## src/rv_defs.svh

```systemverilog
`ifndef RV_DEFS_SVH
`define RV_DEFS_SVH

// datapath and register file widths
`define RV_XLEN       32
`define RV_REG_AW     5

// memory depths in 32-bit words
`define RV_IMEM_WORDS 256
`define RV_DMEM_WORDS 256

// first fetch address out of reset
`define RV_RESET_PC   32'h0000_0000

`endif

```

## src/rv_pkg.sv

```systemverilog
`include "rv_defs.svh"

package rv_pkg;

    typedef logic [`RV_XLEN-1:0]   word_t;      // data, address, instruction, immediate
    typedef logic [`RV_REG_AW-1:0] reg_addr_t;  // register index

    // alu operation codes
    typedef logic [2:0] alu_op_t;
    localparam alu_op_t ALU_ADD = 3'd0;
    localparam alu_op_t ALU_SUB = 3'd1;
    localparam alu_op_t ALU_AND = 3'd2;
    localparam alu_op_t ALU_OR  = 3'd3;
    localparam alu_op_t ALU_SLT = 3'd4;

    // writeback source
    typedef logic [1:0] result_src_t;
    localparam result_src_t RES_ALU = 2'd0;
    localparam result_src_t RES_MEM = 2'd1;
    localparam result_src_t RES_PC4 = 2'd2;

    // operand forwarding select
    typedef logic [1:0] fwd_sel_t;
    localparam fwd_sel_t FWD_REG = 2'd0;  // register file value
    localparam fwd_sel_t FWD_WB  = 2'd1;  // writeback result
    localparam fwd_sel_t FWD_MEM = 2'd2;  // alu result in memory stage

endpackage

```

## src/rv_alu.sv

```systemverilog
`timescale 1ns/10ps
`include "rv_defs.svh"

module rv_alu (
    input  rv_pkg::word_t   src_a_i,
    input  rv_pkg::word_t   src_b_i,
    input  rv_pkg::word_t   imm_i,
    input  logic            alu_src_i,
    input  rv_pkg::alu_op_t op_i,
    output rv_pkg::word_t   result_o,
    output logic            eq_o
);

    rv_pkg::word_t opb;

    assign opb = alu_src_i ? imm_i : src_b_i;

    always_comb begin
        case (op_i)
            rv_pkg::ALU_ADD: result_o = src_a_i + opb;
            rv_pkg::ALU_SUB: result_o = src_a_i - opb;
            rv_pkg::ALU_AND: result_o = src_a_i & opb;
            rv_pkg::ALU_OR:  result_o = src_a_i | opb;
            rv_pkg::ALU_SLT: begin
                // signed compare
                result_o = {{(`RV_XLEN-1){1'b0}}, ($signed(src_a_i) < $signed(opb))};
            end
            default:         result_o = src_a_i + opb;
        endcase
    end

    // beq compares the registers and never the immediate
    assign eq_o = (src_a_i == src_b_i);

endmodule

```

## config.mk

```make
export PLATFORM = sky130hd
export DESIGN_NAME = rv_alu
export DESIGN_NICKNAME = d
export VERILOG_FILES = /design/src/rv_pkg.sv /design/src/rv_alu.sv
export VERILOG_INCLUDE_DIRS = /design/src
export SDC_FILE = /design/constraint.sdc
export NUM_CORES = 1
export LEC_CHECK = 0
export BUFFER_PORTS_ARGS = -buffer_cell sky130_fd_sc_hd__buf_4
export CAP_MARGIN = 20
export CORE_MARGIN = 4
export CORE_UTILIZATION = 30
export DETAILED_ROUTE_END_ITERATION = 10
export PLACE_DENSITY_LB_ADDON = 0.3
export REMOVE_ABC_BUFFERS = 1
export SYNTH_ARGS = -nofsm -noshare
export SYNTH_HDL_FRONTEND = slang
export SYNTH_SLANG_ARGS = --single-unit
```

## constraint.sdc

```tcl
create_clock -name vclk -period 14.1
set_clock_uncertainty 0.15 [all_clocks]
set_input_delay 1.41 -clock vclk [all_inputs]
set_output_delay 1.41 -clock vclk [all_outputs]
set_load 0.1 [all_outputs]
```

# Word-level counts from Yosys, hierarchy flattened
# Index checks and enable logic that the tools add are counted.
classes:
  muxes: 2
  n_eq_ne: 5
  n_lt_le_gt_ge: 1
  n_bitwise: 2
  addsub: 2
op_table:
  columns: ["cell", "n"]
  rows:
  - ["$pmux W32 S4", 1]
  - ["$add A32 B32 Y32", 1]
  - ["$and A32 B32 Y32", 1]
  - ["$eq A32 B32 Y1", 1]
  - ["$lt A32 B32 Y1", 1]
  - ["$mux W32", 1]
  - ["$or A32 B32 Y32", 1]
  - ["$sub A32 B32 Y32", 1]
  - ["$eq A3 B2 Y1 const B", 2]
  - ["$eq A3 B1 Y1 const B", 1]
  - ["$eq A3 B3 Y1 const B", 1]
word_totals:
  out_inout_bits: 33
  elab_cells: 12
  reg_bits: 0

# Logic depth before layout (Yosys ltp)
depth:
  word_depth: 3
  depth_mapped: 16

# Worst setup path after synthesis
# Ideal clock, no wire load.
synth_path:
  path_type: "input to output"
  from: "input alu_src_i"
  to: "output result_o[16]"
  required_time_ns: 12.540
  setup_slack_ns: 5.774
  cell_stages: 16
  t_arrival_ns: 6.766
  path_cell_list: "clkbuf_1 -> buf_1 -> mux2i_1 -> inv_1 -> ha_1 -> inv_1 -> fa_1 -> nor2b_1 -> o2111a_1 -> o211ai_1 -> a31oi_2 -> a21oi_1 -> o21ai_1 -> xnor2_1 -> maj3_1 -> a311oi_1"
synth_via:
  elab_chain_cells: 3
  word_cells_on_any_way: 6
synth_rtl:
  columns: ["item", "line", "text"]
  rows:
  - ["start: declaration", "rv_alu.sv:8", "input logic alu_src_i,"]
  - ["$mux W32 (*)", "rv_alu.sv:16", "assign opb = alu_src_i ? imm_i : src_b_i;"]
  - ["$add A32 B32 Y32, or another cell as far along", "rv_alu.sv:20, rv_alu.sv:28", null]
  - ["$pmux W32 S4 (*)", "rv_alu.sv:19", "case (op_i)"]
  - ["end: declaration", "rv_alu.sv:10", "output rv_pkg::word_t result_o,"]
# Every way passes the cells marked *; elsewhere a longest branch is shown, timed or not.

# Worst setup path in the final report
layout_path:
  from: "input alu_src_i"
  to: "output result_o[30]"
# Same word-level chain as after synthesis.

==> results.toml <==
[grt]
grt_use_total_pct = 19.2
grt_overflow = 0
grt_pass1_vias = 6421
antenna_found_initial = 0
grt_max_degree = 51
grt_pass1_wl_mm = 34.5

[finish]
multi_input_area_mm2 = 0.00527
drive_gt1_share_pct = 18.7
nets = 1145
area.growth.synth_to_final_pct = 21.0
final_area_mm2 = 0.00704
regArea_um2 = 0
antennaDiodeCount = 0
num-fill-cells = 2098
design.seq.count = 0
clockBufferCount = 0

[detailed_routing]
drc_errors = 0
routed_wl_mm = 22.1
drt_iter0_markers = 665
ant_nets = 0
vias = 6584
dr.pass1.iters = 5
routed_via_density = 5.50
wl_per_cell_um = 18.5

[worst_setup_path]
cp_cell_sequence = "buf_4 -> mux2i_1 -> inv_1 -> ha_1 -> inv_1 -> fa_1 -> nor2b_1 -> o2111a_1 -> o211ai_1 -> a31oi_2 -> a41oi_2 -> o21a_1 -> o21ai_1 -> mux2_2 -> o22ai_1 -> buf_4"
crit_fanout = 32
cp_slowest_cell = "buf_4"
cp_top_family = "compound AO/OA/AOI/OAI gates"
crit_buf_inv = 4
cp.required_ps = 12540
worstPathArrival_ps = 5460
cpPeakStageDelay_ps = 470
end_kind = "output pin"
worstSetupPathType = "input pin to output pin"
cp-start-kind = "input pin"

[placement]
place.detailed.hpwl_mm = 17.8
place_ws_ps = 7060
dpl-instance-area_mm2 = 0.00703
port_buffers = 133
gp_congestion = 0.953

[timing]
worst_slew_pin_slew_ps = 1010
slew_headroom_pct = 32.5
post-route-period-util_pct = 49.8
rsz0062_at_grt = "no"
min_period_ps = 7020
slew_violations = 0
fin_setup_tns_ps = 0
hold_viol = 0
setup_ws_ps = 7080
finalSetupViolCount = 0
hold_ws_ps = 3330
clock.fmax_ghz = 0.142

[clocking]
post_cts_buffers = 0
cts_resized = 0
hold_buffers = 0

[synth]
syn_area_mm2 = 0.00582
synth_top_area_cell = "ha_1"
syn_inst = 842
ys.warnings.count = 0
synth_cell_types = 77
synthTopCellsByArea = "ha_1 22%, mux2i_1 7.1%, inv_1 6.8%"
synth.top_cell.area_share_pct = 22.1
avgSynthCellArea_um2 = 6.91
yosysSeqAreaShare_pct = 0

[floorplanning]
die_width_um = 147
die-area_mm2 = 0.0217
ios = 133
rows = 50
core-area_mm2 = 0.0189
die_h_um = 147
initial_core_util_pct = 30.8

[pwr]
p_leak_nw = 3.44
max-vdd-ir-drop_mv = 0.0677
power_density_mw_per_mm2 = 71.2
power_uw = 501

[run_status]
status = "complete, no violations"

[job]
cap_viol_max_count = 0

[hold_path]
hold_class = "input pin to output pin"
[cells in the final DEF (no fill, tap or decap), drive strengths merged, types with 6 or more instances in the layout]
| master | Yosys | routed |
|---|---|---|
| buf | 15 | 139 |
| inv | 107 | 107 |
| ha | 103 | 103 |
| nor2 | 70 | 70 |
| a21oi | 60 | 60 |
| o21ai | 51 | 51 |
| nand2 | 46 | 46 |
| mux2i | 41 | 41 |
| xor2 | 37 | 37 |
| o22ai | 26 | 26 |
| a21o | 18 | 18 |
| a221oi | 17 | 17 |
| o211ai | 17 | 17 |
| nor2b | 14 | 14 |
| nor4 | 14 | 14 |
| o31ai | 14 | 14 |
| nand2b | 12 | 12 |
| xnor2 | 12 | 12 |
| a211oi | 11 | 11 |
| o21bai | 10 | 10 |
| a31oi | 10 | 10 |
| nor3 | 9 | 9 |
| nand3 | 9 | 9 |
| o221ai | 8 | 8 |
| nand4 | 8 | 8 |
| o21a | 6 | 6 |
| o221a | 6 | 6 |
[cell families (layout without fill, tap and decap cells)]
logic type	count (synthesis)	after routing	synth area share [%]
buffers and inverters	150	246	10.1
muxes	44	44	7.63
xor gates and xnor gates	49	49	7.37
AOI/OAI and AO/OA	290	290	34.5
and+or+nand+nor	203	203	17.3
adders and majority gates	106	106	23.0
[final timing paths]
| path | from | cells after the start | slack [ps] | end |
|---|---|---|---|---|
| worst max-delay path | alu_src_i | 16 | 7080 | result_o[30] |
| worst min-delay path | op_i[1] | 5 | 3330 | result_o[16] |
[layout make-up]
cell class	instances	share of cell area (%)
multi-input cells	692	74.8
repair buffers	139	14.9
inverters	107	5.70
well taps	260	4.62
[per-stage QoR]
step                      instances  utilization [%]
after floorplan                 799                -
after global placement         1197             37.2
after detailed placement       1197             37.2
after CTS                      1197             37.2
after global routing           1198             37.3
final                          1198             37.3
[cell usage after synthesis, types with 5 or more instances]
library cell and number:
o211ai_1 16, a21oi_1 59, o31ai_1 13, o21bai_1 10, nand4_1 8, inv_1 106, nand3_1 9, mux2i_1 41
nand2b_1 11, buf_1 5, nor4_1 14, xnor2_1 12, o21ai_0 45, o22ai_1 26, buf_2 7, o221ai_1 8
ha_1 103, a21o_1 18, xor2_1 37, o221a_2 6, a31oi_1 9, nand2_1 46, o21a_1 6, nor3_1 9
a221oi_1 16, clkbuf_1 28, nor2_1 67, nor2b_1 14, a211oi_1 10
[metal layers]
| metal | part of all wire [%] | vias up | wire length, um | global-route usage [%] |
|---|---|---|---|---|
| met5 | 0 | - | 0 | 0 |
| met4 | 2.0 | 0 | 446 | 2.84 |
| met3 | 7.6 | 24 | 1690 | 2.47 |
| met2 | 45 | 284 | 9890 | 31.9 |
| met1 | 46 | 3035 | 10100 | 27.2 |
| li1 | - | 3241 | - | - |
[power breakdown]
group	switching (mW)	total [mW]	leakage, nW	internal (mW)
combinational	0.350	0.501	3.44	0.151
clock	0	0	0	0
sequential	0	0	0	0
Power figures use the tool's default switching activity.
