**src/rv_defs.svh**
```systemverilog
`ifndef RV_DEFS_SVH
`define RV_DEFS_SVH

// datapath and register file widths
`define RV_XLEN       32
`define RV_REG_AW     5

// memory depths in 32-bit words
`define RV_IMEM_WORDS 256
`define RV_DMEM_WORDS 256

// first fetch address out of reset
`define RV_RESET_PC   32'h0000_0000

`endif

```
**src/rv_pkg.sv**
```systemverilog
`include "rv_defs.svh"

package rv_pkg;

    typedef logic [`RV_XLEN-1:0]   word_t;      // data, address, instruction, immediate
    typedef logic [`RV_REG_AW-1:0] reg_addr_t;  // register index

    // alu operation codes
    typedef logic [2:0] alu_op_t;
    localparam alu_op_t ALU_ADD = 3'd0;
    localparam alu_op_t ALU_SUB = 3'd1;
    localparam alu_op_t ALU_AND = 3'd2;
    localparam alu_op_t ALU_OR  = 3'd3;
    localparam alu_op_t ALU_SLT = 3'd4;

    // writeback source
    typedef logic [1:0] result_src_t;
    localparam result_src_t RES_ALU = 2'd0;
    localparam result_src_t RES_MEM = 2'd1;
    localparam result_src_t RES_PC4 = 2'd2;

    // operand forwarding select
    typedef logic [1:0] fwd_sel_t;
    localparam fwd_sel_t FWD_REG = 2'd0;  // register file value
    localparam fwd_sel_t FWD_WB  = 2'd1;  // writeback result
    localparam fwd_sel_t FWD_MEM = 2'd2;  // alu result in memory stage

endpackage

```
**src/rv_control.sv**
```systemverilog
`timescale 1ns/10ps

module rv_control (
    input  rv_pkg::word_t       instr_i,
    output logic                reg_write_o,
    output rv_pkg::result_src_t result_src_o,
    output logic                mem_write_o,
    output logic                alu_src_o,
    output rv_pkg::alu_op_t     alu_op_o,
    output logic                branch_o,
    output logic                jump_o,
    output rv_pkg::word_t       imm_o
);

    localparam logic [6:0] OP_REG    = 7'b0110011;
    localparam logic [6:0] OP_IMM    = 7'b0010011;
    localparam logic [6:0] OP_LOAD   = 7'b0000011;
    localparam logic [6:0] OP_STORE  = 7'b0100011;
    localparam logic [6:0] OP_BRANCH = 7'b1100011;
    localparam logic [6:0] OP_JAL    = 7'b1101111;

    logic [6:0]      opcode;
    logic [2:0]      funct3;
    logic            sub_sel;
    logic            fn_ok;   // funct3 is one we support
    rv_pkg::alu_op_t fn_op;

    assign opcode  = instr_i[6:0];
    assign funct3  = instr_i[14:12];
    assign sub_sel = instr_i[30] && (opcode == OP_REG);  // no subi in the ISA

    // funct3 decode shared by register and immediate forms
    always_comb begin
        fn_ok = 1'b1;
        case (funct3)
            3'b000:  fn_op = sub_sel ? rv_pkg::ALU_SUB : rv_pkg::ALU_ADD;
            3'b111:  fn_op = rv_pkg::ALU_AND;
            3'b110:  fn_op = rv_pkg::ALU_OR;
            3'b010:  fn_op = rv_pkg::ALU_SLT;
            default: begin
                fn_op = rv_pkg::ALU_ADD;
                fn_ok = 1'b0;
            end
        endcase
    end

    // control word where anything unknown stays a bubble
    always_comb begin
        reg_write_o  = 1'b0;
        result_src_o = rv_pkg::RES_ALU;
        mem_write_o  = 1'b0;
        alu_src_o    = 1'b0;
        alu_op_o     = rv_pkg::ALU_ADD;
        branch_o     = 1'b0;
        jump_o       = 1'b0;
        case (opcode)
            OP_REG: begin
                reg_write_o = fn_ok;
                alu_op_o    = fn_op;
            end
            OP_IMM: begin
                reg_write_o = fn_ok;
                alu_src_o   = 1'b1;
                alu_op_o    = fn_op;
            end
            OP_LOAD: begin
                reg_write_o  = (funct3 == 3'b010);  // lw only
                result_src_o = rv_pkg::RES_MEM;
                alu_src_o    = 1'b1;
            end
            OP_STORE: begin
                mem_write_o = (funct3 == 3'b010);   // sw only
                alu_src_o   = 1'b1;
            end
            OP_BRANCH: begin
                branch_o = (funct3 == 3'b000);      // beq only
                alu_op_o = rv_pkg::ALU_SUB;
            end
            OP_JAL: begin
                reg_write_o  = 1'b1;
                result_src_o = rv_pkg::RES_PC4;
                jump_o       = 1'b1;
            end
            default: ;
        endcase
    end

    // immediate by format
    always_comb begin
        case (opcode)
            OP_STORE:  imm_o = {{20{instr_i[31]}}, instr_i[31:25], instr_i[11:7]};
            OP_BRANCH: imm_o = {{19{instr_i[31]}}, instr_i[31], instr_i[7],
                                instr_i[30:25], instr_i[11:8], 1'b0};
            OP_JAL:    imm_o = {{11{instr_i[31]}}, instr_i[31], instr_i[19:12],
                                instr_i[20], instr_i[30:21], 1'b0};
            default:   imm_o = {{20{instr_i[31]}}, instr_i[31:20]};  // i-type
        endcase
    end

endmodule

```
**config.mk**
```make
export PLATFORM = sky130hd
export DESIGN_NAME = rv_control
export DESIGN_NICKNAME = d
export VERILOG_FILES = /design/src/rv_pkg.sv /design/src/rv_control.sv
export VERILOG_INCLUDE_DIRS = /design/src
export SDC_FILE = /design/constraint.sdc
export NUM_CORES = 1
export LEC_CHECK = 0
export BUFFER_PORTS_ARGS = -buffer_cell sky130_fd_sc_hd__buf_4
export CELL_PAD_IN_SITES_DETAIL_PLACEMENT = 1
export CELL_PAD_IN_SITES_GLOBAL_PLACEMENT = 1
export CORE_UTILIZATION = 21
export DETAILED_ROUTE_END_ITERATION = 10
export PLACE_DENSITY_LB_ADDON = 0.3
export SYNTH_ARGS = -nofsm -noshare
export SYNTH_HDL_FRONTEND = slang
export SYNTH_SLANG_ARGS = --single-unit
```
**constraint.sdc**
```tcl
create_clock -name vclk -period 2.9
set_clock_uncertainty 0.1 [all_clocks]
set_input_delay 0.29 -clock vclk [all_inputs]
set_output_delay 0.29 -clock vclk [all_outputs]
set_load 0.01 [all_outputs]
```
# [Yosys cells after proc, flatten, opt, wreduce, memory -nomap -nowiden]
# Cells that the tools add are included.
[word_totals] reg_bits=0 inputBits=32 out_inout_bits=42 wordCells=25
[op_classes] eq_ne=9 mux=11 reduce_logical=5
[op_table] cell="$pmux 20 s3" n=1
[op_table] cell="$eq 7x6->1 const B" n=2
[op_table] cell="$eq 7x7->1 const B" n=2
[op_table] cell="$pmux 3 s4" n=1
[op_table] cell="$eq 7x2->1 const B" n=1
[op_table] cell="$eq 7x5->1 const B" n=1
[op_table] cell="$eq 3x3->1 const B" n=2
[op_table] cell="$mux 1" n=6
[op_table] cell="$pmux 3 s2" n=1
[op_table] cell="$pmux 2 s2" n=1
[op_table] cell="$reduce_or 4->1" n=1
[op_table] cell="$eq 3x2->1 const B" n=1
[op_table] cell="$logic_not 3->1" n=1
[op_table] cell="$pmux 1 s3" n=1
[op_table] cell="$reduce_or 3->1" n=1
[op_table] cell="$reduce_or 2->1" n=1
[op_table] cell="$logic_and 1x1->1" n=1

# [Logic depth before layout (Yosys ltp)]
[depth] ltp_word=5 mapped_depth=5 depth_no_buf=4

# [Least setup slack after synthesis]
# Ideal clock, no wire load.
[synth_timing] kind="input -> output" startpoint="input instr_i[2]" endpoint="output imm_o[1]" arrival_ns=1.085 t_required_ns=2.510 path_slack_ns=1.425 stages=3 n_path_buf=0 cell_sequence="and4bb_2 -> nand3b_4 -> mux2_4"
[synth_via] elab_chain_cells=2 word_cells_on_any_way=4 classes_between="eq/ne (3); mux (1)"
[synth_rtl] element="start, declared" line="rv_control.sv:4" source="input rv_pkg::word_t instr_i,"
[synth_rtl] element="$eq 7x7->1 / $eq 7x6->1 (equally long branches)" line="rv_control.sv:90" source="case (opcode)"
[synth_rtl] element="$pmux 20 s3 (*)" line="rv_control.sv:90"
[synth_rtl] element="end, declared" line="rv_control.sv:12" source="output rv_pkg::word_t imm_o"
# Every way passes the cells marked *; elsewhere a longest branch is shown, timed or not.

# [Final worst setup path]
[layout_timing] startpoint="input instr_i[0]" endpoint="output imm_o[12]"
# The elaborated chain is that of the path after synthesis.

==> metrics.md <==
| Metric | Value |
|---|---|
| IO buf count | 64 |
| Most frequent cells in the layout | 64 x buf_4, 8 x a21o_1, 5 x nor2_1 |
| CP max-delay cell | nor2b_1 |
| Cells after Synth | 71 |
| Clock power frac | 0% |
| Critical path arrival | 1.42 ns |
| Sequential cell count | 0 |
| Number of I/O pins | 74 |
| Most used cell, CP | buf_4 |
| GR Util All Layers | 12.5% |
| Drt wl/cell | 12.8 um |
| Vias | 648 |
| Combinational Power Share | 100.0% |
| WL final | 1840 um |
| Global-route track usage on met2 | 24.7% |
| Req. time, crit path | 2.51 ns |
| Routability-driven placement congestion ratio | 0.748 |
| Die W | 52.9 um |
| Peak VDD IR | 0.0435 mV |
| HP Class | in2out |
| Most Used Layer, Global Route | met2 |
| Die Y | 52.9 um |
| Synth area leader | buf_4 |
| Initial DRC count | 6 |
| Register Area | 0 um^2 |
| Leak | 0.510 nW |
| Antenna diodes | 0 |
| Nets | 148 |
| Core Box Area | 2450 um^2 |
| Setup_tns | 0 ns |
| Crit path launch type | input pin |
| GR Util met1 | 15.0% |
| Slew @ Worst Pin | 0.512 ns |
| First-pass GRT wire length | 2700 um |
| Top cell family by delay on the critical path | simple AND/OR/NAND/NOR gates |
| Syn Area/Cell | 7.65 um^2 |
| Cell Pwr Density | 124 nW/um^2 |
| RSZ-0062 raised after global routing | false |
| Syn nets | 103 |
| Seq pwr share | 0% |
| Synth-to-layout area growth | 65.7% |
| Net Switching | 0.0475 mW |
| Final Cycle Share | 62.5% |
| Starting Density | 22.1% |
| Sequential share of the synthesized area | 0% |
| Worst path bufs/invs | 2 |
| Slew HR | 65.8% |
| Post CTS Setup Buffer Count | 0 |
| Final hold violation count | 0 |
| Routed Antenna Nets | 0 |
| Path length in cells of the critical path | 6 |
| Synth top area share | 24.9% |
| M3 GR Usage | 0.862% |
| Vias in the first global route | 605 |
| Die Footprint | 2790 um^2 |
| Synth area leaders | buf_4 25%, a21o_1 11%, mux2_4 11%, nand3b_4 7.4%, buf_6 4.1% |
| Outcome | finished clean |
| Hold path depth | 0 |
| Resized cells post-CTS | 0 |
| # DRC | 0 |
| Ys Warns | 0 |
| Largest net degree at the start of global routing | 15 |
| Crit. End Element | output pin |
| DR pass1 iterations | 4 |
| Standard-cell rows | 18 |
| Sw Ratio | 42.4% |
| Layout cells sized above 1 | 63.2% |
| Crit path cell chain | buf_4, nand4_1, nor2_4, nor2b_1, a21o_1, buf_4 |
| Synth Cell Area | 543 um^2 |
| Most common cell after layout, fill and taps aside | buf_4 |
| Internal | 0.0645 mW |
| Unique masters post-synth | 27 |
| Clock buffers | 0 |
| Final core utilization | 36.6% |
| Max incr delay on CP | 0.43 ns |
| Vias per cell | 4.50 |
| Max Freq | 0.552 GHz |
| Crit Path Category | in2out |
| # setup viols final | 0 |
| Slew Limit Fails | 0 |
| Max_cap viols | 0 |
| Initial antenna violation count | 0 |
| Largest fanout on the critical path | 11 |
| Post-CTS Hold Buffers | 0 |
| Min Clock Period, post-route | 1.81 ns |
| Total grt overflow | 0 |
==> path summary, 6_finish.rpt <==
path	slack (ns)	from	to
max	1.09	instr_i[0]	imm_o[12]
min	0.48	instr_i[27]	imm_o[7]
==> layout make-up <==
cell class	count	area, um^2
inverters	1	3.75
multi-input cells	49	378
well taps	30	37.5
repair buffers	64	480
fillers	324	1560
==> power by group through the flow <==
| stage | Sequential, mW | Clock [mW] | Combinational, mW |
|---|---|---|---|
| after detailed placement | 0 | 0 | 0.113 |
| after global routing | 0 | 0 | 0.122 |
| final | 0 | 0 | 0.112 |
| after global placement | 0 | 0 | 0.112 |
| after CTS | 0 | 0 | 0.114 |
| after floorplan | 0 | 0 | 0.0612 |
==> logic make-up (layout without fill, tap and decap cells) <==
kind of cell	after synthesis	in the layout	share of synthesized area [%]
buf+inv	22	65	30.4
mux	4	4	11.1
simple gates	28	28	38.5
compound gates	17	17	20.0
==> metal layers <==
layer  part of all wire (%)  routed length [um]
met4                   0.22                   4
met1                     40                 738
met2                     52                 947
met5                      0                   0
met3                    7.9                 145
==> through the flow <==
stage	hold WS, ns	instance area, um^2	setup slack, ns	std cells	power [mW]
after global routing	0.480	900	0.982	144	0.122
after CTS	0.480	900	1.07	144	0.114
final	0.480	900	1.09	144	0.112
after detailed placement	0.480	900	1.07	144	0.113
after floorplan	0.531	543	1.43	71	0.0612
after global placement	0.480	900	1.13	144	0.112
==> cell usage after synthesis <==
cell       count
a21o_1         8
a21oi_1        3
a22oi_1        1
and3_1         1
and4_1         1
and4bb_2       1
buf_4         18
buf_6          2
clkbuf_1       1
inv_1          1
mux2_4         4
nand2_1        2
nand2b_1       2
nand3_1        2
nand3b_1       1
nand3b_4       2
nand4_1        1
nand4bb_1      2
nor2_1         5
nor2_4         1
nor2b_1        1
nor3_1         3
nor4b_1        2
o21ai_0        2
o21ai_1        2
o22ai_1        1
or3_1          1
(Power assumes the default switching activity.)
