## src/rv_defs.svh

```systemverilog
`ifndef RV_DEFS_SVH
`define RV_DEFS_SVH

// datapath and register file widths
`define RV_XLEN       32
`define RV_REG_AW     5

// memory depths in 32-bit words
`define RV_IMEM_WORDS 256
`define RV_DMEM_WORDS 256

// first fetch address out of reset
`define RV_RESET_PC   32'h0000_0000

`endif

```

## src/rv_pkg.sv

```systemverilog
`include "rv_defs.svh"

package rv_pkg;

    typedef logic [`RV_XLEN-1:0]   word_t;      // data, address, instruction, immediate
    typedef logic [`RV_REG_AW-1:0] reg_addr_t;  // register index

    // alu operation codes
    typedef logic [2:0] alu_op_t;
    localparam alu_op_t ALU_ADD = 3'd0;
    localparam alu_op_t ALU_SUB = 3'd1;
    localparam alu_op_t ALU_AND = 3'd2;
    localparam alu_op_t ALU_OR  = 3'd3;
    localparam alu_op_t ALU_SLT = 3'd4;

    // writeback source
    typedef logic [1:0] result_src_t;
    localparam result_src_t RES_ALU = 2'd0;
    localparam result_src_t RES_MEM = 2'd1;
    localparam result_src_t RES_PC4 = 2'd2;

    // operand forwarding select
    typedef logic [1:0] fwd_sel_t;
    localparam fwd_sel_t FWD_REG = 2'd0;  // register file value
    localparam fwd_sel_t FWD_WB  = 2'd1;  // writeback result
    localparam fwd_sel_t FWD_MEM = 2'd2;  // alu result in memory stage

endpackage

```

## src/rv_hazard.sv

```systemverilog
`timescale 1ns/10ps

module rv_hazard (
    input  rv_pkg::reg_addr_t rs1_d_i,
    input  rv_pkg::reg_addr_t rs2_d_i,
    input  rv_pkg::reg_addr_t rs1_e_i,
    input  rv_pkg::reg_addr_t rs2_e_i,
    input  rv_pkg::reg_addr_t rd_e_i,
    input  rv_pkg::reg_addr_t rd_m_i,
    input  rv_pkg::reg_addr_t rd_w_i,
    input  logic              reg_write_m_i,
    input  logic              reg_write_w_i,
    input  logic              load_e_i,
    input  logic              taken_e_i,
    output rv_pkg::fwd_sel_t  fwd_a_o,
    output rv_pkg::fwd_sel_t  fwd_b_o,
    output logic              stall_f_o,
    output logic              stall_d_o,
    output logic              flush_d_o,
    output logic              flush_e_o
);

    logic hit_m_a, hit_w_a;
    logic hit_m_b, hit_w_b;
    logic load_use;

    // memory stage holds the newer value, so it wins
    assign hit_m_a = reg_write_m_i && (rd_m_i != '0) && (rd_m_i == rs1_e_i);
    assign hit_w_a = reg_write_w_i && (rd_w_i != '0) && (rd_w_i == rs1_e_i);
    assign hit_m_b = reg_write_m_i && (rd_m_i != '0) && (rd_m_i == rs2_e_i);
    assign hit_w_b = reg_write_w_i && (rd_w_i != '0) && (rd_w_i == rs2_e_i);

    assign fwd_a_o = hit_m_a ? rv_pkg::FWD_MEM : (hit_w_a ? rv_pkg::FWD_WB : rv_pkg::FWD_REG);
    assign fwd_b_o = hit_m_b ? rv_pkg::FWD_MEM : (hit_w_b ? rv_pkg::FWD_WB : rv_pkg::FWD_REG);

    // loaded word is not ready until writeback
    assign load_use = load_e_i && (rd_e_i != '0) &&
                      ((rd_e_i == rs1_d_i) || (rd_e_i == rs2_d_i));

    assign stall_f_o = load_use;
    assign stall_d_o = load_use;
    assign flush_d_o = taken_e_i;
    assign flush_e_o = load_use || taken_e_i;  // bubble into execute

endmodule

```

## config.mk

```make
export PLATFORM = sky130hd
export DESIGN_NAME = rv_hazard
export DESIGN_NICKNAME = d
export VERILOG_FILES = /design/src/rv_pkg.sv /design/src/rv_hazard.sv
export VERILOG_INCLUDE_DIRS = /design/src
export SDC_FILE = /design/constraint.sdc
export NUM_CORES = 1
export LEC_CHECK = 0
export BUFFER_PORTS_ARGS = -buffer_cell sky130_fd_sc_hd__buf_2
export CAP_MARGIN = 20
export CORE_UTILIZATION = 25
export DETAILED_ROUTE_END_ITERATION = 10
export GPL_ROUTABILITY_DRIVEN = 0
export SYNTH_ARGS = -nofsm -noshare
export SYNTH_HDL_FRONTEND = slang
export SYNTH_SLANG_ARGS = --single-unit
```

## constraint.sdc

```tcl
create_clock -name vclk -period 3.55
set_input_delay 0.71 -clock vclk [all_inputs]
set_output_delay 0.71 -clock vclk [all_outputs]
set_load 0.01 [all_outputs]
```

Word level (Yosys, flattened, before mapping) --
Cells that the tools add are included. Widths: inputs -> output; s select.
Storage, ports and cells: register bits after elaboration 0, bits of input ports 39, word-level logic and storage cells 23
Operators by class: eq/ne operators 6, multiplexer cells 4, reduce and logical (&&, ||, !) cells 13
Operators with widths (number):
- $eq 5x5->1 | 6
- $reduce_bool 5->1 | 3
- $logic_and 1x1->1 | 8
- $mux 2 | 2
- $logic_or 1x1->1 | 2
- $mux 1 | 2

Depth between registers and ports, before layout --
Gate-level depths: netlist of run 1.
word-level depth 5, depth in mapped cells 5, mapped depth without buffers 4

Least setup slack after synthesis of run 1 --
No wires, ideal clock.
path kind in2out, start point in rd_m_i[1], end point out fwd_a_o[0], arrival time 1.815 ns, data required time 2.840 ns, path slack 1.025 ns, cell stages on the path 4, path buffers 0, cell sequence or4_1 > o21ai_2 > nor4_1 > nor4_2
On the way: longest elaborated chain between the ends 4, elaborated cells between the ends (all ways) 5, those cells by class 1 x eq/ne; 1 x mux; 3 x reduce/logical
RTL lines:
- start, declared | RTL line rv_hazard.sv:9 | input rv_pkg::reg_addr_t rd_m_i,
- $reduce_bool 5->1 | RTL line rv_hazard.sv:28 | assign hit_m_a = reg_write_m_i && (rd_m_i != '0) && (rd_m_i == rs1_e_i);
- $logic_and 1x1->1 | RTL line rv_hazard.sv:28
- $logic_and 1x1->1 * | RTL line rv_hazard.sv:28
- named net hit_m_a | RTL line rv_hazard.sv:23 | logic hit_m_a, hit_w_a;
- $mux 2 * | RTL line rv_hazard.sv:33 | assign fwd_a_o = hit_m_a ? rv_pkg::FWD_MEM : (hit_w_a ? rv_pkg::FWD_WB : rv_pkg::FWD_REG);
- end, declared | RTL line rv_hazard.sv:15 | output rv_pkg::fwd_sel_t fwd_a_o,
The timed path passes the listed nets; every way through them passes the cells marked *.

Worst setup path in the final report of run 1 --
start point in rd_m_i[1], end point out fwd_b_o[0]
On the way: longest elaborated chain between the ends 4, elaborated cells between the ends (all ways) 5, those cells by class 1 x eq/ne; 1 x mux; 3 x reduce/logical
RTL lines:
- $reduce_bool 5->1 | RTL line rv_hazard.sv:30 | assign hit_m_b = reg_write_m_i && (rd_m_i != '0) && (rd_m_i == rs2_e_i);
- $logic_and 1x1->1 | RTL line rv_hazard.sv:30
- $logic_and 1x1->1 * | RTL line rv_hazard.sv:30
- $mux 2 * | RTL line rv_hazard.sv:34 | assign fwd_b_o = hit_m_b ? rv_pkg::FWD_MEM : (hit_w_b ? rv_pkg::FWD_WB : rv_pkg::FWD_REG);
- end, declared | RTL line rv_hazard.sv:16 | output rv_pkg::fwd_sel_t fwd_b_o,
Every way passes the cells marked *; elsewhere a longest branch is shown, timed or not.

==> results.txt, run 1 <==
- Final ANT Viol Nets: 0
* Leading cell type by number of instances after synthesis: sky130_fd_sc_hd__xor2_1
- Die Y: between 40 and 50 µm
* Std cell rows: 14
- The floorplan step set the die width to 43.6 µm.
- Entering global routing, the biggest net connects 4 pins.
* Area share of the leading cell type in the synthesized netlist: 48.6%
* Largest fanout on the critical path: 3
* Antenna violations before repair: 0
- Met1 Track Usage GR: about a fifth
- Setup repair after global routing left no endpoint under its margin.
- The repair_antennas step left the layout with diodes totalling 0.
* Vias in the first global route: 484
- Leak pwr: about 0.33 nW
- Count of placed standard cells in the final layout, fillers left out: 114
* Max-slew violation count: 0
* Leading cell types by count after synthesis: sky130_fd_sc_hd__xor2_1, sky130_fd_sc_hd__xnor2_1, sky130_fd_sc_hd__or4_1
- Met3 Resource Use GR: under 10%
- Global routing used 13.4% of the available tracks across all layers.
- The checks that failed: design-rule violations.
* Sequential fraction of the synthesis area: 0%
- The detailed router finished its first iteration with 9 violations.
- The worst setup path is launched from a primary input.
- Met2 global-route usage: 22.1%
- Capturing element type of the critical path: primary output
- Derived from the worst setup path, the maximum achievable clock frequency is 366 MHz.
- Synthesis produced a netlist with a net count of 94.
- From synthesis to final layout, the design area changed by 52.0%.
- Count of clock buffers in the final design: 0
- At the worst endpoint, the required time is about 2.8 ns.
* Number of failing hold endpoints at the final stage: 0
- At the end of the flow, the number of nets in the layout was around 140.
- The worst path in the final design needs a cycle of 2.73 ns, including I/O delays and setup.
- In this run the power density over the cells is 109 mW/mm².
- Yosys mapped the design onto 14 distinct sky130hd cell types.
- Placed cell count: 114
* Overall die area: ~0.0019 mm²
- Hold Buf Count CTS: 0
* Length of the first detailed-routing pass in iterations: 7
* Total negative slack: 0 ns
* Source of the critical timing path: rd_m_i[1]
* Cell taking the most area after synthesis: sky130_fd_sc_hd__xor2_1
* GRT Max-Usage Layer: met2
- Relative slew margins: 69.7%
- Dividing the detail-routed via count by the number of cells gives 4.69.
* Fraction of layout instances using a drive strength above 1: 51.0%
- The tool flagged a number of max-cap violations equal to 0.
* Global-route wire length before repair: 2.04 mm
- The final layout contains routed wiring with a total length of 1.23 mm.
* Worst Tran Pin Value: 0.450 ns
- Setup violations remaining at the end of the flow were counted as 0.
- In this run the count of I/O pins placed on the die edge is 47.
- Main area contributors after synthesis: sky130_fd_sc_hd__xor2_1, sky130_fd_sc_hd__xnor2_1, sky130_fd_sc_hd__or4_1, sky130_fd_sc_hd__buf_4, sky130_fd_sc_hd__nor4_2
* Outcome: finished, violations left
- Detail-routed net length per standard cell: 10.8 µm
- Cells after Synth: 55
- Initial Utilization: 27.8%
- VDD IR max: 0.0000376 V
- The critical path is of the primary input to primary output type.
- Summing all flip-flop and latch instances after layout gives 0 µm².
* Mean instance size in the synthesized netlist: ~8 µm²
* IO Port Bufs: between 40 and 50
- Core region area: 0.00156 mm²
- For this run, the number of Yosys warnings is 0.
* Worst min-delay path class: primary input to primary output
- Share of the clock period used by the worst path: 76.9%
- After clock tree synthesis, the setup repair step added 0 buffers.
- Detailed-route DRC error count: 1
- Total standard cell area after synthesis: 433 µm²
- Sequential cells: 0
* Critical Path Sink: fwd_b_o[0]
- Once the clock tree was built, the resizer swapped 0 gates to a different size.
- Detailed routing inserted a total of 535 vias.
- For this run the aggregate overflow at the end of global routing stands at 0.
* DPL Wire Length: 1.15 mm
- Data arrival time of the critical path: 2.02 ns
==> per-stage QoR <==
step	hold WS [ns]	cell area [µm²]	total power, W	utilization (%)	worst slack, ns
floorplan	1.51	433	0.0000347	-	1.02
global placement	1.62	658	0.0000718	42.2	0.843
detailed placement	1.63	658	0.0000720	42.2	0.819
CTS	1.63	658	0.0000723	42.2	0.819
global route	1.64	658	0.0000801	42.2	0.703
finish	1.62	658	0.0000718	42.2	0.819
==> layer usage <==
layer / share of wire, % / up-vias
li1: - / 277
met1: 44 / 240
met2: 49 / 18
met3: 7.5 / 0
met4: 0 / 0
met5: 0 / -
==> power by group <==
group	switching (W)	leakage (nW)	internal [W]
registers	0	0	0
clock network	0	0	0
logic	0.0000347	0.333	0.0000371
==> logic make-up (layout without fill, tap and decap cells) <==
| kind of cell | after synthesis | after routing | synth area share, % |
|---|---|---|---|
| compound gates | 5 | 5 | 7.80 |
| simple gates | 16 | 16 | 24.6 |
| buf+inv | 4 | 47 | 6.94 |
| xor+xnor | 30 | 30 | 60.7 |
==> placed cells by master, fill, tap and decap left out <==
cell type	netlist	routed
sky130_fd_sc_hd__buf_2	0	47
sky130_fd_sc_hd__xor2_1	24	24
sky130_fd_sc_hd__xnor2_1	6	6
sky130_fd_sc_hd__or4_1	5	5
sky130_fd_sc_hd__nor2_1	3	3
sky130_fd_sc_hd__nand3_1	2	2
sky130_fd_sc_hd__nor4_1	2	2
sky130_fd_sc_hd__nor4_2	2	2
sky130_fd_sc_hd__nor3_1	2	2
sky130_fd_sc_hd__o21ai_2	1	1
sky130_fd_sc_hd__o21ai_1	1	1
sky130_fd_sc_hd__a22oi_1	1	1
sky130_fd_sc_hd__o21ai_0	1	1
sky130_fd_sc_hd__o21bai_1	1	1
==> cell type report <==
| class | count | area [µm²] |
|---|---|---|
| well taps | 16 | 20.0 |
| repair buffers | 47 | 235 |
| fillers | 161 | 901 |
| multi-input cells | 51 | 403 |
==> worst max-delay path, cell delays in order <==
cell                      delay [ns]
sky130_fd_sc_hd__buf_2          0.12
sky130_fd_sc_hd__or4_1          0.53
sky130_fd_sc_hd__o21ai_2        0.14
sky130_fd_sc_hd__nor4_1         0.09
sky130_fd_sc_hd__nor4_2         0.26
sky130_fd_sc_hd__buf_2          0.16
==> how the worst min path moves through the flow <==
| stage | from | endpoint | slack, ns | cells after the start |
|---|---|---|---|---|
| after floorplan | taken_e_i | flush_d_o | 1.51 | 1 |
| after CTS | taken_e_i | flush_d_o | 1.63 | 2 |
| after global placement | taken_e_i | flush_d_o | 1.62 | 2 |
| final | taken_e_i | flush_d_o | 1.62 | 2 |
| after detailed placement | taken_e_i | flush_d_o | 1.63 | 2 |
| after global routing | taken_e_i | flush_d_o | 1.64 | 2 |
Note: power is estimated with default switching activity, not from simulation.
==> run 2: changes to the inputs <==
==> constraint.sdc (replaced) <==
create_clock -name vclk -period 2.3
set_input_delay 0.46 -clock vclk [all_inputs]
set_output_delay 0.46 -clock vclk [all_outputs]
set_load 0.01 [all_outputs]
==> run 2 against run 1 <==
- largest cell class unchanged
- sequential cell count stayed put
- final area stayed put
- critical path depth stayed put
- total power is 55% higher
- the flow still finishes with violations (design-rule violations)
- core utilization stayed put
- critical path type unchanged
- wire length is 0.16% higher
- highest routed layer unchanged
==> results.txt, run 2 (synthesis results as in run 1) <==
- Outcome: finished, violations left
- Violated checks: design-rule violations
- Critical path start-end classification: primary input to primary output
* Max-cap violation count: 0
- Fraction of layout instances using a drive strength above 1: 51.0%
- Core region area: 0.00156 mm²
- Setup violation total in the final timing report: 0
- Vias in the first global route: 480
* Layout net count: ~140
- There are 0 flip-flops and latches.
- Count of placed standard cells in the final layout, fillers left out: 114
- The total count of hold-check failures in the final report came to 0.
- Dividing the final minimum period by the clock period gives 95.7%.
* Critical Path Sink: fwd_a_o[0]
- Data arrival time of the critical path: 1.74 ns
- Count of clock buffers in the final design: 0
- Commonest non-fill, non-tap cells in the layout: sky130_fd_sc_hd__buf_2, sky130_fd_sc_hd__xor2_1, sky130_fd_sc_hd__xnor2_1
- Overall power of the completed layout: approximately 0.00011 W
- Worst Tran Pin Value: 0.416 ns
- Die Y: 43.6 µm
- Via count normalized by instance count: 4.63
* Synth-to-Final Area Change: 52.0%
- Global-route wire length before repair: 1.95 mm
- Total negative slack: 0 ns
- The worst setup path is launched from a primary input.
- Final ANT Viol Nets: 0
- Min-delay src: taken_e_i
* Detailed-route DRC error count: 1
* Leading cell type in the layout, fill and taps excluded: sky130_fd_sc_hd__buf_2
- Tracing the worst setup path back leads to its startpoint at rd_w_i[1].
- After global routing the overflow that remains totals 0.
* Leak pwr: 0.333 nW
* VDD IR max: 0.0000624 V
* Setup repair after global routing missed its margin: false
- STA puts the critical path data required time at 1.84 ns.
- After detailed routing, the average wire length per cell comes to 10.8 µm.
* Horiz. Die Dim: 43.6 µm
- Overall die area: 0.00190 mm²
* Std cell rows: 14
* Relative slew margins: 72.0%
- The initial antenna violation count is 0.
* Count of buffers added by post-CTS timing repair for setup: 0
* Placed cell count: roughly 110
* Antenna cell count: 0
- Maximum clock rate: 454 MHz
- STA classifies the critical path endpoint as a primary output.
* Number of primary I/O pins: 47
- DPL Wire Length: 1.16 mm
* Worst min-delay path class: primary input to primary output
- For this block, the via count after detailed routing is 528.
- The initial utilization of the core area, before any placement, comes to 27.8%.
- Total global routing track utilization: 12.8%
- Total Routed Length: around 1.2 mm
- Final worst path period need: approximately 2.2 ns
- Footprint of the flip-flops and latches: 0 µm²
- IO Port Bufs: 47
* Placed inst area: 658 µm²
- Max-slew violation count: 0
- Power spread over the standard cell area amounts to 169 mW/mm².
* Starting DRT DRC Count: 6
- The first detailed-routing pass took 7 iterations.
- In this run the worst path has a maximum fanout of 3.
- Maximum number of pins on one net before global-route repair: 4
* Cell area after layout: 658 µm²
-- run 2: cell counts in the layout (fill, tap and decap cells not counted) --
Identical to the previous run, type by type.
-- run 2: worst min path at each step --
stage / endpoint / depth (start not counted) / slack, ns
finish: flush_d_o / 2 / 1.12
global route: flush_d_o / 2 / 1.14
global placement: flush_d_o / 2 / 1.12
detailed placement: flush_d_o / 2 / 1.13
floorplan: flush_d_o / 1 / 1.01
CTS: flush_d_o / 2 / 1.13
-- run 2: area by class of cell --
class / instances / area (µm²)
multi-input combinational: 51 / 403
tap: 16 / 20.0
timing repair buffer: 47 / 235
fill: 177 / 901
-- run 2: routing by layer --
metal	share of wire (%)	global-route usage [%]	vias to the layer above
li1	-	-	277
met5	0	0	-
met4	0	0	0
met1	47	18.8	237
met3	6.4	1.67	0
met2	47	21.2	14
-- run 2: timing repair --
action / in CTS / in global routing
hold buffers: 0 / 0
setup endpoints to repair: 0 / 2
hold endpoints to repair: 0 / 0
resized for setup: 0 / 0
-- run 2: power breakdown --
group | leakage (nW) | switching (W) | internal (W) | total [W]
Combinational | 0.333 | 0.0000540 | 0.0000575 | 0.000111
Clock | 0 | 0 | 0 | 0
Sequential | 0 | 0 | 0 | 0
Total | 0.333 | 0.0000540 | 0.0000575 | 0.000111
-- run 2: critical path, stage by stage --
cell and delay (ns):
sky130_fd_sc_hd__buf_2 0.12, sky130_fd_sc_hd__or4_1 0.12, sky130_fd_sc_hd__o21ai_1 0.06, sky130_fd_sc_hd__or4_1 0.55, sky130_fd_sc_hd__nor4_2 0.26, sky130_fd_sc_hd__buf_2 0.16
-- run 2: metrics by stage --
step / util [%] / worst slack (ns) / hold slack, ns
6_report: 42.2 / 0.0996 / 1.12
3_5_place_dp: 42.2 / 0.0775 / 1.13
5_1_grt: 42.2 / 0.00892 / 1.14
2_1_floorplan: - / 0.275 / 1.01
3_3_place_gp: 42.2 / 0.0926 / 1.12
4_1_cts: 42.2 / 0.0773 / 1.13
==> run 3: changes to the inputs <==
==> constraint.sdc (replaced) <==
create_clock -name vclk -period 2.18
set_input_delay 0.436 -clock vclk [all_inputs]
set_output_delay 0.436 -clock vclk [all_outputs]
set_load 0.01 [all_outputs]
==> run 3 against run 2 <==
- the run still ends with design-rule violations left
- setup slack worse by 0.035 ns
- core utilization is 0.88 points higher
- first-iteration DRC count stayed put
- hold slack worse by 0.048 ns
- die area stayed put
- non-clock buffer count is 1 higher
- largest cell class unchanged
==> results.txt, run 3 (synthesis results as in run 1) <==
- Outcome: finished, violations left
- Global-route wire length before repair: 1.97 mm
* Uppermost metal layer occupied by signal nets: met4
* Length of the first detailed-routing pass in iterations: 6
* Cells along the critical path: buf_4, xor2_1, or4_1, nor4_2, buf_2
- Detailed-route DRC error count: 1
* Final ANT Viol Nets: 0
* Count of placed standard cells in the final layout, fillers left out: 115
- Leak pwr: 0.340 nW
- Area occupied by multi-input gates: 407 µm²
* Cell area after layout: 672 µm²
* Maximum clock rate: 473 MHz
* Starting DRT DRC Count: 6
* Total Routed Length: 1.23 mm
- Placed inst area: 666 µm²
- Max-cap violation count: 0
* Vias in the first global route: 502
- Met2 Wirelength: 603 µm
* Total global routing track utilization: 12.8%
- STA classifies the critical path startpoint as a primary input.
- On the worst path, the slowest cell contributes a delay of approximately 0.55 ns.
- Setup slack at placement: -0.00931 ns
- Number of logic stages on the critical path including buffering: 5
* Capturing element type of the critical path: primary output
- Commonest non-fill, non-tap cells in the layout: sky130_fd_sc_hd__buf_2, sky130_fd_sc_hd__xor2_1, sky130_fd_sc_hd__xnor2_1
- Measured along the y axis, the die boundary spans 43.6 µm.
* VDD IR max: 0.0000604 V
- Number of vias in the routed layout: 550
- Source of the critical timing path: rd_w_i[4]
- Number of failing hold endpoints at the final stage: 0
- In this run the worst hold path is classified as primary input to primary output.
- Maximum number of pins on one net before global-route repair: 4
* Horiz. Die Dim: 43.6 µm
* Fraction of layout instances using a drive strength above 1: 52.5%
- Count of clock buffers in the final design: 0
* Placed cell count: 115
- Total gr overflow: 0
* Setup repair after global routing missed its margin: false
- Core region area: 0.00156 mm²
- Bufs and invs on worst path: 2
- The final number of max-transition violations came to 0.
* Violated checks: design-rule violations
- STA puts the critical path data required time at 1.74 ns.
- Largest fanout on the critical path: 3
- Across the whole layout, storage elements account for 0 µm².
- Across all hold checks on the routed design, the worst slack comes to 1.08 ns.
- Number of primary I/O pins: 47
- Setup violations remaining at the end of the flow were counted as 0.
* Crit path max-delay family: simple AND/OR/NAND/NOR gates
- Summed over all nets, wire length on met3 after detailed routing comes to 75 µm.
- Following the worst setup path forward leads to its endpoint at fwd_a_o[0].
- Detail-routed net length per standard cell: 10.7 µm
- Antenna cell count: 0
- For this run, the post-layout net count is 140.
- Input and output buffers added on the ports amount to 47.
- Antenna violations before repair: 0
- Share of the clock period used by the worst path: roughly 97%
- Via count normalized by instance count: 4.78
* Pwr per Cell Area: 178 mW/mm²
- For the worst setup path, the data arrival time is 1.68 ns.
* Std cell rows: 14
* Synth-to-Final Area Change: 55.2%
- Detailed placement finished with a half-perimeter wire length of 1.14 mm.
- Buffers added to address setup during post-CTS repair amount to 0.
- Critical path start-end classification: primary input to primary output
* Total negative slack: 0 ns
- For this configuration, the core starts out at a cell density of 27.8%.
* Worst Tran Pin Value: 0.435 ns
- Hold Buf Count CTS: 0
- Final worst path period need: between 2 and 2.5 ns
* Leading cell type in the layout, fill and taps excluded: sky130_fd_sc_hd__buf_2
* Sequential cells: 0
- Highest-delay cell along the critical path: sky130_fd_sc_hd__or4_1
* Relative slew margins: 70.7%
- Wl on met1: 539 µm
- Counting the fill cells in the layout gives 152.
- The worst path meets setup with 0.0642 ns of slack.
- The floorplan step defined a die boundary enclosing 0.00190 mm².
==> run 3: cell types whose count changed in the layout (fill, tap and decap cells not counted), sizes merged <==
cell | previous run | this run
buf | 47 | 48
==> run 3: timing repair <==
item / in CTS / in global routing
pin swaps: 0 / 4
gates resized for setup: 1 / 1
endpoints found under the setup margin: 2 / 2
endpoints found under the hold margin: 0 / 0
==> run 3: through the flow <==
step / util [%] / total power (W)
final: 43.1 / 0.000120
after global routing: 43.1 / 0.000132
after CTS: 42.9 / 0.000120
after detailed placement: 42.7 / 0.000119
after global placement: 42.7 / 0.000118
after floorplan: - / 0.0000565
==> run 3: cell type report <==
cell class         instances  share of cell area, %
multi-input cells         51                   60.5
repair buffers            48                   36.5
well taps                 16                   2.98
==> run 3: how the worst min path moves through the flow <==
stage	startpoint	to	slack, ns	depth (start not counted)
global route	taken_e_i	flush_d_o	1.09	2
detailed placement	taken_e_i	flush_d_o	1.08	2
CTS	taken_e_i	flush_d_o	1.08	2
floorplan	taken_e_i	flush_d_o	0.96	1
global placement	taken_e_i	flush_d_o	1.07	2
finish	taken_e_i	flush_d_o	1.08	2
==> run 3: routing by layer <==
layer / global-route usage [%] / up-vias
met2: 22.7 / 16
met3: 1.67 / 2
li1: - / 281
met1: 17.0 / 251
met4: 1.25 / 0
met5: 0 / -
==> run 3: report_power, final <==
group / total [W] / internal (W) / switching, W
sequential: 0 / 0 / 0
clock: 0 / 0 / 0
combinational: 0.000120 / 0.0000627 / 0.0000568
